==> config.mk <==
export PLATFORM = sky130hd
export DESIGN_NAME = crate_bridge_top
export DESIGN_NICKNAME = d
export VERILOG_FILES = /design/src/common/bridge_pkg.sv /design/src/hw/bridge_cmd_dispatch.sv /design/src/hw/bridge_resp_collect.sv /design/src/hw/crate_bridge_top.sv /design/src/link/link_channel.sv
export VERILOG_INCLUDE_DIRS = /design/src /design/src/common
export SDC_FILE = /design/constraint.sdc
export NUM_CORES = 1
export LEC_CHECK = 0
export ABC_AREA = 1
export ABC_CLOCK_PERIOD_IN_PS = 5050
export BUFFER_PORTS_ARGS = -buffer_cell sky130_fd_sc_hd__buf_2
export CORE_MARGIN = 1
export CORE_UTILIZATION = 45
export DETAILED_ROUTE_END_ITERATION = 16
export PLACE_DENSITY_LB_ADDON = 0.05
export SYNTH_ARGS = -nofsm -noshare
export SYNTH_HDL_FRONTEND = slang
export SYNTH_HIERARCHICAL = 1
export SYNTH_SLANG_ARGS = --single-unit
==> constraint.sdc <==
create_clock -name ps_clk -period 5.05 [get_ports ps_clk]
set_clock_uncertainty 0.2 [all_clocks]
set_input_delay 1.01 -clock ps_clk [delete_from_list [all_inputs] [get_ports ps_clk]]
set_output_delay 1.01 -clock ps_clk [all_outputs]
set_load 0.05 [all_outputs]
==> src/common/bridge_defs.svh <==
`ifndef BRIDGE_DEFS_SVH
`define BRIDGE_DEFS_SVH

// number of crate links
`define BRIDGE_NUM_LANES 4

// crate address is {lane, local address}
`define BRIDGE_CRATE_ADDR_W 27
`define BRIDGE_LANE_ADDR_W 25

// register data width
`define BRIDGE_DATA_W 32

// per-lane command FIFO, also the starting credit count
`define BRIDGE_FIFO_DEPTH 2

// cycles a read waits for its link reply
`define BRIDGE_TIMEOUT 64

// read data returned on any error
`define BRIDGE_ERR_DATA 32'hDEADDEAD

`endif

==> src/common/bridge_pkg.sv <==
`include "bridge_defs.svh"

package bridge_pkg;

    ////////////////////////////////////////
    // plain vectors
    ////////////////////////////////////////

    typedef logic [`BRIDGE_CRATE_ADDR_W-1:0] crate_addr_t;
    typedef logic [`BRIDGE_LANE_ADDR_W-1:0] lane_addr_t;
    typedef logic [`BRIDGE_DATA_W-1:0] reg_data_t;
    typedef logic [$clog2(`BRIDGE_NUM_LANES)-1:0] lane_id_t;
    typedef logic [`BRIDGE_NUM_LANES-1:0] lane_mask_t;
    // counts 0 up to the FIFO depth
    typedef logic [$clog2(`BRIDGE_FIFO_DEPTH+1)-1:0] credit_t;

    ////////////////////////////////////////
    // bundles
    ////////////////////////////////////////

    typedef struct packed {
        logic        valid;
        logic        we;
        crate_addr_t addr;
        reg_data_t   wdata;
    } host_req_t;

    typedef struct packed {
        logic      valid;
        logic      err;
        reg_data_t rdata;
    } host_rsp_t;

    // dispatcher to channel, and channel to link
    typedef struct packed {
        logic       valid;
        logic       we;
        lane_addr_t addr;
        reg_data_t  data;
    } lane_cmd_t;

    // link to channel, and channel to collector
    typedef struct packed {
        logic      valid;
        reg_data_t data;
    } lane_rsp_t;

    // completion made inside the dispatcher
    typedef struct packed {
        logic valid;
        logic err;
    } local_cpl_t;

    typedef enum logic [1:0] {
        CH_IDLE,
        CH_SEND,
        CH_WAIT_RSP
    } chan_state_e;

endpackage

==> src/hw/bridge_cmd_dispatch.sv <==
`timescale 1ns/1ps
`include "bridge_defs.svh"

module bridge_cmd_dispatch (
    input  logic                   ps_clk,
    input  logic                   rst_i,
    input  bridge_pkg::host_req_t  host_req_i,
    input  bridge_pkg::lane_mask_t link_up_i,
    input  bridge_pkg::lane_mask_t credit_ret_i,
    input  logic                   rsp_done_i,
    output bridge_pkg::lane_cmd_t  lane_cmd_o [`BRIDGE_NUM_LANES],
    output bridge_pkg::local_cpl_t local_cpl_o,
    output bridge_pkg::lane_mask_t invalid_o
);

    bridge_pkg::lane_id_t   req_lane;
    bridge_pkg::lane_addr_t req_addr;
    logic                   lane_up;
    logic                   accept;
    bridge_pkg::lane_mask_t push_nxt;

    bridge_pkg::credit_t    credit_q [`BRIDGE_NUM_LANES];
    logic                   busy_q;
    bridge_pkg::lane_mask_t push_q;
    bridge_pkg::lane_mask_t invalid_q;
    logic                   cpl_valid_q;
    logic                   cpl_err_q;
    logic                   cmd_we_q;
    bridge_pkg::lane_addr_t cmd_addr_q;
    bridge_pkg::reg_data_t  cmd_data_q;

    // top bits pick the lane
    assign {req_lane, req_addr} = host_req_i.addr;
    assign lane_up = link_up_i[req_lane];

    // down lanes complete at once, up lanes need a credit
    assign accept = host_req_i.valid && !busy_q &&
                    (!lane_up || (credit_q[req_lane] != '0));

    always_comb begin
        for (int n = 0; n < `BRIDGE_NUM_LANES; n++) begin
            push_nxt[n] = accept && lane_up && (req_lane == bridge_pkg::lane_id_t'(n));
        end
    end

    ////////////////////////////////////////
    // credit counters
    ////////////////////////////////////////

    always_ff @(posedge ps_clk) begin
        for (int n = 0; n < `BRIDGE_NUM_LANES; n++) begin
            if (rst_i) begin
                credit_q[n] <= bridge_pkg::credit_t'(`BRIDGE_FIFO_DEPTH);
            end else if (credit_ret_i[n] && !push_nxt[n]) begin
                credit_q[n] <= credit_q[n] + bridge_pkg::credit_t'(1);
            end else if (push_nxt[n] && !credit_ret_i[n]) begin
                credit_q[n] <= credit_q[n] - bridge_pkg::credit_t'(1);
            end
        end
    end

    always_ff @(posedge ps_clk) begin
        if (rst_i) begin
            busy_q      <= 1'b0;
            push_q      <= '0;
            invalid_q   <= '0;
            cpl_valid_q <= 1'b0;
        end else begin
            push_q      <= push_nxt;
            // writes are posted, down lanes fail locally
            cpl_valid_q <= accept && (!lane_up || host_req_i.we);
            if (accept) begin
                busy_q <= 1'b1;
            end else if (rsp_done_i) begin
                busy_q <= 1'b0;
            end
            if (accept && !lane_up) begin
                invalid_q[req_lane] <= 1'b1;
            end
        end
    end

    always_ff @(posedge ps_clk) begin
        if (accept) begin
            cmd_we_q   <= host_req_i.we;
            cmd_addr_q <= req_addr;
            cmd_data_q <= host_req_i.wdata;
            cpl_err_q  <= !lane_up;
        end
    end

    always_comb begin
        for (int n = 0; n < `BRIDGE_NUM_LANES; n++) begin
            lane_cmd_o[n].valid = push_q[n];
            lane_cmd_o[n].we    = cmd_we_q;
            lane_cmd_o[n].addr  = cmd_addr_q;
            lane_cmd_o[n].data  = cmd_data_q;
        end
        local_cpl_o.valid = cpl_valid_q;
        local_cpl_o.err   = cpl_err_q;
    end

    assign invalid_o = invalid_q;

endmodule

==> src/hw/bridge_resp_collect.sv <==
`timescale 1ns/1ps
`include "bridge_defs.svh"

module bridge_resp_collect (
    input  logic                   ps_clk,
    input  logic                   rst_i,
    input  bridge_pkg::local_cpl_t local_cpl_i,
    input  bridge_pkg::lane_rsp_t  lane_rsp_i [`BRIDGE_NUM_LANES],
    input  bridge_pkg::lane_mask_t lane_timeout_i,
    output bridge_pkg::host_rsp_t  host_rsp_o,
    output bridge_pkg::lane_mask_t timeout_o
);

    bridge_pkg::host_rsp_t  rsp_nxt;
    logic                   rsp_valid_q;
    logic                   rsp_err_q;
    bridge_pkg::reg_data_t  rsp_data_q;
    bridge_pkg::lane_mask_t timeout_q;

    // one request in flight, so at most one source fires
    always_comb begin
        rsp_nxt = '0;
        if (local_cpl_i.valid) begin
            rsp_nxt.valid = 1'b1;
            rsp_nxt.err   = local_cpl_i.err;
            rsp_nxt.rdata = local_cpl_i.err ? `BRIDGE_ERR_DATA : '0;
        end
        for (int n = 0; n < `BRIDGE_NUM_LANES; n++) begin
            if (lane_rsp_i[n].valid) begin
                rsp_nxt.valid = 1'b1;
                rsp_nxt.err   = 1'b0;
                rsp_nxt.rdata = lane_rsp_i[n].data;
            end
            if (lane_timeout_i[n]) begin
                rsp_nxt.valid = 1'b1;
                rsp_nxt.err   = 1'b1;
                rsp_nxt.rdata = `BRIDGE_ERR_DATA;
            end
        end
    end

    always_ff @(posedge ps_clk) begin
        if (rst_i) begin
            rsp_valid_q <= 1'b0;
            timeout_q   <= '0;
        end else begin
            rsp_valid_q <= rsp_nxt.valid;
            // sticky per lane
            timeout_q   <= timeout_q | lane_timeout_i;
        end
    end

    always_ff @(posedge ps_clk) begin
        rsp_err_q  <= rsp_nxt.err;
        rsp_data_q <= rsp_nxt.rdata;
    end

    always_comb begin
        host_rsp_o.valid = rsp_valid_q;
        host_rsp_o.err   = rsp_err_q;
        host_rsp_o.rdata = rsp_data_q;
    end

    assign timeout_o = timeout_q;

endmodule

==> src/hw/crate_bridge_top.sv <==
`timescale 1ns/1ps
`include "bridge_defs.svh"

module crate_bridge_top (
    input  logic                   ps_clk,
    input  logic                   rst_i,
    input  bridge_pkg::host_req_t  host_req_i,
    input  bridge_pkg::lane_mask_t link_up_i,
    input  bridge_pkg::lane_mask_t link_cmd_ready_i,
    input  bridge_pkg::lane_rsp_t  link_rsp_i [`BRIDGE_NUM_LANES],
    output bridge_pkg::host_rsp_t  host_rsp_o,
    output bridge_pkg::lane_cmd_t  link_cmd_o [`BRIDGE_NUM_LANES],
    output bridge_pkg::lane_mask_t timeout_o,
    output bridge_pkg::lane_mask_t invalid_o
);

    bridge_pkg::lane_cmd_t  lane_cmd [`BRIDGE_NUM_LANES];
    bridge_pkg::lane_rsp_t  lane_rsp [`BRIDGE_NUM_LANES];
    bridge_pkg::lane_mask_t credit_ret;
    bridge_pkg::lane_mask_t lane_timeout;
    bridge_pkg::local_cpl_t local_cpl;

    ////////////////////////////////////////
    // request side
    ////////////////////////////////////////

    // response pulse frees the dispatcher for the next request
    bridge_cmd_dispatch u_dispatch (
        .ps_clk       (ps_clk),
        .rst_i        (rst_i),
        .host_req_i   (host_req_i),
        .link_up_i    (link_up_i),
        .credit_ret_i (credit_ret),
        .rsp_done_i   (host_rsp_o.valid),
        .lane_cmd_o   (lane_cmd),
        .local_cpl_o  (local_cpl),
        .invalid_o    (invalid_o)
    );

    // one channel per crate link
    for (genvar n = 0; n < `BRIDGE_NUM_LANES; n++) begin : g_lane
        link_channel u_chan (
            .ps_clk           (ps_clk),
            .rst_i            (rst_i),
            .cmd_i            (lane_cmd[n]),
            .link_cmd_ready_i (link_cmd_ready_i[n]),
            .link_rsp_i       (link_rsp_i[n]),
            .credit_ret_o     (credit_ret[n]),
            .link_cmd_o       (link_cmd_o[n]),
            .rsp_o            (lane_rsp[n]),
            .timeout_o        (lane_timeout[n])
        );
    end

    ////////////////////////////////////////
    // response side
    ////////////////////////////////////////

    bridge_resp_collect u_collect (
        .ps_clk         (ps_clk),
        .rst_i          (rst_i),
        .local_cpl_i    (local_cpl),
        .lane_rsp_i     (lane_rsp),
        .lane_timeout_i (lane_timeout),
        .host_rsp_o     (host_rsp_o),
        .timeout_o      (timeout_o)
    );

endmodule

==> src/link/link_channel.sv <==
`timescale 1ns/1ps
`include "bridge_defs.svh"

module link_channel (
    input  logic                  ps_clk,
    input  logic                  rst_i,
    input  bridge_pkg::lane_cmd_t cmd_i,
    input  logic                  link_cmd_ready_i,
    input  bridge_pkg::lane_rsp_t link_rsp_i,
    output logic                  credit_ret_o,
    output bridge_pkg::lane_cmd_t link_cmd_o,
    output bridge_pkg::lane_rsp_t rsp_o,
    output logic                  timeout_o
);

    localparam int PTR_W = $clog2(`BRIDGE_FIFO_DEPTH);
    localparam int TMR_W = $clog2(`BRIDGE_TIMEOUT);

    bridge_pkg::lane_cmd_t   fifo_mem [`BRIDGE_FIFO_DEPTH];
    logic [PTR_W-1:0]        wr_ptr_q;
    logic [PTR_W-1:0]        rd_ptr_q;
    bridge_pkg::credit_t     fill_q;
    logic                    pop;

    bridge_pkg::chan_state_e state_q;
    logic [TMR_W-1:0]        timer_q;
    logic                    tx_valid_q;
    bridge_pkg::lane_cmd_t   tx_q;
    logic                    rsp_valid_q;
    bridge_pkg::reg_data_t   rsp_data_q;
    logic                    credit_q;
    logic                    timeout_q;

    // head leaves the FIFO only when the link side is free
    assign pop = (state_q == bridge_pkg::CH_IDLE) && (fill_q != '0);

    ////////////////////////////////////////
    // command FIFO
    ////////////////////////////////////////

    always_ff @(posedge ps_clk) begin
        if (cmd_i.valid) begin
            fifo_mem[wr_ptr_q] <= cmd_i;
        end
    end

    always_ff @(posedge ps_clk) begin
        if (rst_i) begin
            wr_ptr_q <= '0;
            rd_ptr_q <= '0;
            fill_q   <= '0;
        end else begin
            if (cmd_i.valid) begin
                wr_ptr_q <= wr_ptr_q + PTR_W'(1);
            end
            if (pop) begin
                rd_ptr_q <= rd_ptr_q + PTR_W'(1);
            end
            if (cmd_i.valid && !pop) begin
                fill_q <= fill_q + bridge_pkg::credit_t'(1);
            end else if (pop && !cmd_i.valid) begin
                fill_q <= fill_q - bridge_pkg::credit_t'(1);
            end
        end
    end

    ////////////////////////////////////////
    // link FSM
    ////////////////////////////////////////

    always_ff @(posedge ps_clk) begin
        if (rst_i) begin
            state_q     <= bridge_pkg::CH_IDLE;
            timer_q     <= '0;
            tx_valid_q  <= 1'b0;
            rsp_valid_q <= 1'b0;
            credit_q    <= 1'b0;
            timeout_q   <= 1'b0;
        end else begin
            credit_q    <= pop;
            rsp_valid_q <= 1'b0;
            timeout_q   <= 1'b0;
            case (state_q)
                bridge_pkg::CH_IDLE: begin
                    if (pop) begin
                        tx_valid_q <= 1'b1;
                        state_q    <= bridge_pkg::CH_SEND;
                    end
                end
                bridge_pkg::CH_SEND: begin
                    if (link_cmd_ready_i) begin
                        tx_valid_q <= 1'b0;
                        timer_q    <= '0;
                        if (tx_q.we) begin
                            state_q <= bridge_pkg::CH_IDLE;
                        end else begin
                            state_q <= bridge_pkg::CH_WAIT_RSP;
                        end
                    end
                end
                bridge_pkg::CH_WAIT_RSP: begin
                    // a reply on the last cycle still wins
                    if (link_rsp_i.valid) begin
                        rsp_valid_q <= 1'b1;
                        state_q     <= bridge_pkg::CH_IDLE;
                    end else if (timer_q == TMR_W'(`BRIDGE_TIMEOUT - 1)) begin
                        timeout_q <= 1'b1;
                        state_q   <= bridge_pkg::CH_IDLE;
                    end else begin
                        timer_q <= timer_q + TMR_W'(1);
                    end
                end
                default: state_q <= bridge_pkg::CH_IDLE;
            endcase
        end
    end

    always_ff @(posedge ps_clk) begin
        if (pop) begin
            tx_q <= fifo_mem[rd_ptr_q];
        end
        if ((state_q == bridge_pkg::CH_WAIT_RSP) && link_rsp_i.valid) begin
            rsp_data_q <= link_rsp_i.data;
        end
    end

    always_comb begin
        link_cmd_o       = tx_q;
        link_cmd_o.valid = tx_valid_q;
        rsp_o.valid      = rsp_valid_q;
        rsp_o.data       = rsp_data_q;
    end

    assign credit_ret_o = credit_q;
    assign timeout_o    = timeout_q;

endmodule

; ---- Yosys cells after proc, flatten, opt, wreduce, memory -nomap -nowiden
; Memories as Yosys holds them, arrays and structs flattened. A register that Yosys moved wholly into a read port is not among the register bits.
; Index checks and enable logic that the tools add are counted.
[totals]
memories = 5
register_bits = 299
ram_bits = 480
output_inout_bits = 278
[classes]
n_eq_ne = 35
mux = 130
reduce_logical = 97
order_cmp = 2
bitwise_logic = 14
addsub = 28
[memory_table]
columns = name, words, width, read_ports, rd_ports_with_merged_regs, write_ports, line_no
row1 = g_lane[0].u_chan.fifo_mem, 2, 59, 1, 1, 1, link_channel.sv:19  ; bridge_pkg::lane_cmd_t fifo_mem [`BRIDGE_FIFO_DEPTH];
row2 = g_lane[1].u_chan.fifo_mem, 2, 59, 1, 1, 1, link_channel.sv:19
row3 = g_lane[2].u_chan.fifo_mem, 2, 59, 1, 1, 1, link_channel.sv:19
row4 = g_lane[3].u_chan.fifo_mem, 2, 59, 1, 1, 1, link_channel.sv:19
row5 = u_dispatch.credit_q, 4, 2, 5, 0, 4, bridge_cmd_dispatch.sv:22  ; bridge_pkg::credit_t credit_q [`BRIDGE_NUM_LANES];
[ops]
columns = op, n
row1 = 34-bit two-way mux, 9
row2 = 2-bit two-way mux, 36
row3 = 6-bit two-way mux, 12
row4 = 1-bit two-way mux, 58
row5 = 6-bit one-hot mux with 2 select lines, 4
row6 = 2-bit nonzero test, 18
row7 = 1-bit logical AND, 34
row8 = 32-bit two-way mux, 1
row9 = "6-bit by 1-bit adder with 6-bit output, second input constant", 4
row10 = "6-bit equality test, second input constant", 4
row11 = "2-bit inequality test, second input constant", 12
row12 = 2-bit one-hot mux with 3 select lines, 4
row13 = 3-bit AND reduction, 8
row14 = 1-bit zero test, 18
row15 = "2-bit by 1-bit adder with 2-bit output, second input constant", 8
row16 = 4-bit AND reduction, 4
row17 = "2-bit by 1-bit subtractor with 2-bit output, second input constant", 8
row18 = "2-bit equality test, second input constant", 6
row19 = "3-bit by 2-bit inequality test with 1-bit output, second input constant", 4
row20 = 3-bit OR reduction, 4
row21 = "2-bit by 1-bit equality test with 1-bit output, second input constant", 5
row22 = 2-bit zero test, 5
row23 = "1-bit adder, second input constant", 8
row24 = "2-bit by 1-bit inequality test with 1-bit output, second input constant", 4
row25 = other kinds (10), 28

; ---- Depth between registers and ports, before layout
; Gate-level depths: netlist (run 1).
[logic_depth]
ltp_word = 14
depth_mapped = 11
depth_no_buf = 10

; ---- Modules after synthesis
; Netlist (run 1), hierarchy kept.
[modules_own_cells]
columns = module, area_per_inst_um2, cells_each, instances
row1 = link_channel at g_lane[2].u_chan ..., 7723.7, 510, 2
row2 = link_channel at g_lane[1].u_chan, 7713.6, 509, 1
row3 = link_channel at g_lane[0].u_chan, 7712.4, 507, 1
row4 = bridge_cmd_dispatch, 4115.2, 369, 1
row5 = bridge_resp_collect, 2660.1, 479, 1

; ---- Worst setup path before layout (run 1)
; Ideal clock, no wire load.
[synth_timing]
path_kind = reg2reg
from = reg u_dispatch.push_q[0]
to = mem g_lane[0].u_chan/fifo_mem[0][0] (netlist name) (enable)
arrival_ns = 2.842
path_slack_ns = 1.533
period_less_slack_ns = 3.517
path_stages_with_launch = 3
required_time_ns = 4.375
path_buffers = 0
cell_sequence = dfxtp_1 inv_1 nor2_1
[synth_between]
elab_chain_len = 2
[synth_rtl]
columns = element, line_no
row1 = from (decl), bridge_cmd_dispatch.sv:24  ; bridge_pkg::lane_mask_t push_q;
row2 = from (signal assigned), bridge_cmd_dispatch.sv:69  ; push_q <= push_nxt;
row3 = 1-bit two-way mux, link_channel.sv:42  ; if (cmd_i.valid) begin
row4 = 1-bit two-way mux (implied by the code), link_channel.sv:43  ; fifo_mem[wr_ptr_q] <= cmd_i;
row5 = to (decl), link_channel.sv:19
; Every way passes these cells.

; ---- Worst setup path in the final report (run 1)
[layout_timing]
from = reg g_lane[0].u_chan.fill_q[0]
to = reg g_lane[0].u_chan/link_cmd_o[56] (netlist name)
[layout_between]
elab_chain_len = 2
[layout_rtl]
columns = element, line_no
row1 = from (decl), link_channel.sv:22  ; bridge_pkg::credit_t fill_q;
row2 = from (signal assigned), link_channel.sv:60  ; fill_q <= fill_q + bridge_pkg::credit_t'(1);
row3 = from (signal assigned), link_channel.sv:62  ; fill_q <= fill_q - bridge_pkg::credit_t'(1);
row4 = 2-bit nonzero test, link_channel.sv:35  ; assign pop = (state_q == bridge_pkg::CH_IDLE) && (fill_q != '0);
row5 = 1-bit logical AND, link_channel.sv:35
row6 = named net g_lane[0].u_chan.pop, link_channel.sv:23  ; logic pop;
; The timed path passes the listed nets, and every way through them passes these cells.
; A chain may end at the register's enable or synchronous reset.

==> impl_metrics.csv, run 1 <==
group,metric,value,unit
run_status,status,"completed",
pwr,pwr-share-clk,29.7,%
logic_synthesis,synthesis.yosys.warnings,6,
timing,timing.final.crit_period,2.93,ns
timing,drv_slew,0,
floorplanning,start_util,45.7,%
worst_setup_path,path_cells,"o21ai_1 -> clkinv_2 -> buf_4",
timing,fmax,0.341,GHz
clock_tree,cts.sinks,1003,
clock_tree,cts_root_buf,"clkbuf_16",
timing,tightest_slew,1.16,ns
worst_setup_path,worstSetupPathType,"flop to flop",
worst_setup_path,worst_setup_path_start_kind,"flop",
logic_synthesis,synth_nets,3095,
grt,antenna_found_initial,10,
final_layout,syn_to_final_growth,14.9,%
clock_tree,cts_tree,"yes",
worst_setup_path,slowest_stage,"clkinv_2",
clock_tree,cts_setup_buffers,0,
route,wl_per_cell,21.7,um
timing,hold_violations,0,
route,dr.pass1.iters,5,
clock_tree,clock_latency,0.67,ns
logic_synthesis,yosys_register_bits,1003,
grt,grt_usage,22.2,%
clock_tree,hold_buffers,0,
logic_synthesis,yosysMostFrequentCell,"nand2_1",
timing,setup_viol,0,
pwr,p_int,16.3,mW
route,ant_nets,0,
pwr,power.leakage,17.2,nW
route,post-route-drc-count,0,
clock_tree,postCtsResizedCells,0,
worst_setup_path,endpoint_kind,"flop",
timing,hold_slack,0.241,ns
logic_synthesis,synth_area_leader_cell,"edfxtp_1",
logic_synthesis,synth_edf_count,891,
floorplanning,core.rowCount,105,
final_layout,drive_gt1_share,22.8,%
worst_setup_path,critPathMaxFanout,43,
logic_synthesis,avgSynthCellArea,13.1,um^2
grt,grt_max_degree,61,
pwr,swShare,37.0,%
place,dp_hpwl,59500,um
floorplanning,dieArea,84800,um^2
floorplanning,ios,481,
run,drv_cap,0,
clock_tree,cts.path.max_buffers,3,
logic_synthesis,synth_cell_types,41,
final_layout,fin_nets,3431,
pwr,p_seq_share,44.6,%
timing,rsz0062_at_grt,"false",
timing,fin_crit_sh,58.1,%
timing,slew_headroom,22.6,%
logic_synthesis,syn_area,37600,um^2
floorplanning,die_y,291,um
worst_setup_path,r2r_setup_slack,2.12,ns
logic_synthesis,synthTopCellsByArea,"edfxtp_1 71%, nand2_1 10%, dfxtp_1 6.0%",
route,vias,21696,
logic_synthesis,yosys-top-cells-count,"1033 x nand2_1, 891 x edfxtp_1, 197 x buf_4",
logic_synthesis,seq_area_frac_synth,77.0,%
grt,grt_first_pass_wirelength,139000,um
grt,grt_overflow,0,
final_layout,num-fill-cells,7026,
pwr,power_density,599,nW/um^2
clock_tree,cts_buffers,105,
route,wl,95300,um
pwr,ir_worst_vdd,0.453,mV
route,drt_iter0_drc,1447,
clock_tree,clk_pin_slew,0.06,ns
logic_synthesis,syn_inst,2884,
logic_synthesis,synth_top_area_share,71.1,%
place,io_buffers,480,
timing,fin_setup_tns,0,ns
floorplanning,die_width,291,um
worst_setup_path,cp.arrival,3.10,ns
logic_synthesis,async_flop_share,0,%
worst_setup_path,r2r-start,"g_lane[0].u_chan/fill_q[0]",
hold_path,hold_class,"flop to flop",
final_layout,register_area,29000,um^2
pwr,p_sw,9.59,mW
logic_synthesis,synth-main-ff-cell,"edfxtp_1",
worst_setup_path,worstPathRequired,5.22,ns
worst_setup_path,cpPeakStageDelay,1.02,ns
clock_tree,htree_num_levels,3,
place,routabilityCongestion,0.828,
worst_setup_path,critPathLaunch,"g_lane[0].u_chan/fill_q[0]",
pwr,p_comb_share,25.7,%
grt,first_global_vias,21580,
final_layout,multiInputGateArea,6360,um^2
route,via_per_inst,4.95,
floorplanning,design.core.area,82400,um^2
hold_path,holdCritStartpoint,"g_lane[3].u_chan/rsp_data_q[14]",
[per-stage QoR]
step / setup slack, ns / utilization [%] / total power [mW] / cells / area (um^2)
6_report: 2.12 / 52.5 / 25.9 / 4384 / 43300
5_1_grt: 1.89 / 52.5 / 26.9 / 4383 / 43300
4_1_cts: 1.99 / 52.5 / 26.2 / 4381 / 43300
3_5_place_dp: 1.47 / 48.3 / 18.5 / 4183 / 39800
3_3_place_gp: 1.52 / 48.3 / 18.4 / 4183 / 39800
2_1_floorplan: 1.53 / - / 16.3 / 2884 / 37600
[logic make-up after synthesis]
kind of cell             share of synthesized area [%]
AO/OA/AOI/OAI                                     2.15
XOR/XNOR                                         0.163
adder cells (fa/ha/maj)                          0.266
buffers and inverters                             6.24
flip-flops                                        77.0
AND/OR/NAND/NOR                                   14.2
[worst max-delay path: cells and delay by family (launching register included)]
family	cells	cell delay, ns
DFF	1	0.33
buffers and inverters	2	1.62
AOI/OAI and AO/OA	1	0.47
[routing by layer]
metal | vias to the layer above | GRT usage (%) | wire length, um
met3 | 106 | 4.06 | 4850
met5 | - | 0 | 7
met4 | 2 | 5.25 | 1720
li1 | 10243 | - | -
met2 | 541 | 39.0 | 49300
met1 | 10804 | 28.5 | 39400
[cell usage in the layout, fill, tap and decap left out, drive strengths merged]
master / synthesis / final
nand2: 1049 / 1049
edfxtp: 891 / 891
buf: 231 / 508
nor2: 189 / 189
clkbuf: 48 / 136
inv: 117 / 114
dfxtp: 112 / 112
a21oi: 96 / 96
clkinv: 4 / 54
nand3: 48 / 48
o21ai: 35 / 35
nor3: 13 / 13
bufinv: 0 / 10
nand4: 9 / 9
ha: 8 / 8
or2: 8 / 8
clkinvlp: 0 / 5
o21bai: 5 / 5
o22ai: 4 / 4
nor4: 4 / 4
xor2: 4 / 4
nand3b: 4 / 4
diode: 0 / 3
xnor2: 3 / 3
nor3b: 1 / 1
a41oi: 1 / 1
[state kept, by name, summed over array words and instances, names as in the netlist, 8 cells and up]
| name | cells |
|---|---|
| u_collect/rsp_data_q | 32 |
| g_lane.u_chan/fifo_mem | 464 |
| g_lane.u_chan/fill_q | 8 |
| u_dispatch/cmd_addr_q | 25 |
| g_lane.u_chan/timer_q | 24 |
| u_dispatch/credit_q | 8 |
| g_lane.u_chan/link_cmd_o | 232 |
| u_dispatch/cmd_data_q | 32 |
| g_lane.u_chan/state_q | 8 |
| g_lane.u_chan/rsp_data_q | 128 |
[cell type report]
cell class                      instances  share of cell area [%]
Timing Repair Buffer                  508                    6.04
Antenna cell                            3                  0.0174
Clock inverter                         62                    1.46
Clock buffer                          136                    6.56
Sequential cell                      1003                    67.1
Multi-Input combinational cell       1481                    14.7
Inverter                              121                    1.08
Tap cell                             1070                    3.09
[power groups by stage]
stage	logic [mW]	clock network (mW)	registers, mW
final	6.66	7.69	11.6
after global routing	7.04	8.20	11.7
after CTS	6.76	7.87	11.6
after detailed placement	6.74	0	11.7
after global placement	6.67	0	11.7
after floorplan	1.83	0	14.5
[final timing paths]
kind                                endpoint  depth (start not counted)
min                 u_collect/rsp_data_q[14]                          2
max reg2reg  g_lane[0].u_chan/link_cmd_o[56]                          3
max          g_lane[0].u_chan/link_cmd_o[56]                          3
min reg2reg         u_collect/rsp_data_q[14]                          2
Note: power is estimated with default switching activity, not from simulation.
==> run 2: changes to the inputs <==
ABC_CLOCK_PERIOD_IN_PS = 2380   (was 5050)
clock period = 2.38 ns   (was 5.05 ns; I/O delays follow)
==> impl_metrics.csv, run 2 (synthesized netlist as in run 1, its figures left out) <==
group,metric,value,unit
floorplanning,die_width,291,um
timing,slew_headroom,50.0,%
clock_tree,cts.path.max_buffers,3,
grt,grt_overflow,0,
clock_tree,cts_buffers,105,
clock_tree,cts.sinks,1003,
route,ant_nets,0,
timing,drv_slew,0,
clock_tree,cts_tree,"yes",
clock_tree,hold_buffers,194,
final_layout,fin_nets,3654,
worst_setup_path,worstSetupPathType,"flop to output pin",
floorplanning,ios,481,
worst_setup_path,cpPeakStageDelay,0.49,ns
place,io_buffers,480,
run,drv_cap,0,
clock_tree,cts_setup_buffers,0,
final_layout,drive_gt1_share,22.0,%
clock_tree,cts_root_buf,"clkbuf_16",
final_layout,syn_to_final_growth,20.9,%
timing,fmax,0.466,GHz
floorplanning,start_util,45.7,%
route,post-route-drc-count,0,
timing,hold_violations,0,
route,dr_wl_met2,49100,um
timing,setup_viol,0,
worst_setup_path,worst_setup_path_start_kind,"flop",
worst_setup_path,path_cells,"buf_2",
final_layout,multiInputGateArea,6360,um^2
grt,grt_first_pass_wirelength,143000,um
route,wl_per_cell,21.1,um
timing,tightest_slew,0.749,ns
worst_setup_path,cp.arrival,1.47,ns
final_layout,regMostFlops,"g_lane.u_chan/fifo_mem",
final_layout,largest_register_ff_count,464,
route,drt-met1-wl,41600,um
worst_setup_path,critPathMaxFanout,2,
timing,fin_crit_sh,90.2,%
clock_tree,clk_pin_slew,0.06,ns
place,routabilityCongestion,0.817,
route,wl,96900,um
route,topRoutingLayerUsed,"met4",
worst_setup_path,cp_num_buf_inv,1,
clock_tree,htree_num_levels,3,
grt,grt_usage,22.8,%
pwr,power_density,1210,nW/um^2
timing,rsz0062_at_grt,"false",
route,vias,22516,
floorplanning,die_y,291,um
floorplanning,design.core.area,82400,um^2
pwr,ir_worst_vdd,0.895,mV
pwr,total_power,55.1,mW
route,dr.pass1.iters,5,
final_layout,register_area,29000,um^2
route,wl_met3,3810,um
final_layout,num-fill-cells,6866,
route,drt_iter0_drc,1477,
grt,grt_max_degree,60,
floorplanning,core.rowCount,105,
route,via_per_inst,4.90,
floorplanning,dieArea,84800,um^2
worst_setup_path,slowest_stage,"edfxtp_1",
worst_setup_path,worstPathRequired,1.70,ns
final_layout,layout_commonest_cell,"nand2_1",
worst_setup_path,cp_top_family,"flip-flops",
run_status,status,"completed",
grt,antenna_found_initial,4,
clock_tree,clock_latency,0.65,ns
timing,timing.final.crit_period,2.15,ns
clock_tree,postCtsResizedCells,0,
grt,first_global_vias,22922,
timing,hold_slack,0.0499,ns
hold_path,hold_class,"input port to flop",
final_layout,layout_common_cells,"1033 x nand2_1, 891 x edfxtp_1, 480 x buf_2",
place,dp_hpwl,60400,um
timing,fin_setup_tns,0,ns
worst_setup_path,endpoint_kind,"output pin",
pwr,power.leakage,18.2,nW
## run 2: changes by cell type in the layout (fill, tap and decap cells not counted), sizes merged
cell         change
bufinv           -3
diode            -2
clkinvlp         -5
clkinv           +5
clkbuf           -4
inv              -1
dlygate4sd3    +194
buf             +29
## run 2: worst register-to-register path, stage by stage, from the launching register on
cell      delay [ns]
edfxtp_1        0.42
nor2_1          0.20
nor2_1          0.08
nor2_2          0.13
nand2_4         0.10
o21ai_1         0.19
clkinv_2        0.11
buf_4           0.28
## run 2: report_power, final
group | internal (mW) | switching (mW)
Combinational | 3.00 | 12.1
Clock | 9.09 | 6.71
Sequential | 22.6 | 1.65
## run 2: path summary, 6_finish.rpt
check	startpoint	depth (start not counted)	slack, ns	end
min reg2reg	u_dispatch/invalid_o[0]	2	0.25	u_dispatch/invalid_o[0]
max reg2reg	u_dispatch/credit_q[2][0]	7	0.36	u_dispatch/cmd_addr_q[14]
max	g_lane[2].u_chan/link_cmd_o[57]	1	0.23	link_cmd_o[116]
min	host_req_i[60]	5	0.05	u_dispatch/invalid_o[0]
## run 2: layout make-up
type | count | share of cell area (%)
Timing Repair Buffer | 731 | 11.1
Clock inverter | 58 | 1.08
Clock buffer | 132 | 6.17
Inverter | 121 | 1.03
Sequential cell | 1003 | 63.7
Tap cell | 1070 | 2.94
Antenna cell | 1 | 0.00550
Multi-Input combinational cell | 1481 | 14.0
## run 2: routing by layer
| layer | up-vias | GRT usage (%) |
|---|---|---|
| met5 | - | 0 |
| met4 | 0 | 6.43 |
| met3 | 142 | 2.72 |
| met2 | 555 | 39.6 |
| met1 | 11162 | 30.0 |
| li1 | 10657 | - |
## run 2: stage by stage
stage | utilization (%) | cell area (um^2) | setup slack [ns] | instances
final | 55.3 | 45500 | 0.232 | 4597
after CTS | 55.3 | 45500 | 0.183 | 4596
after floorplan | - | 37700 | 0.00351 | 2884
after global placement | 48.9 | 40300 | 0.142 | 4212
after detailed placement | 48.9 | 40300 | 0.126 | 4212
after global routing | 55.3 | 45500 | 0.160 | 4597
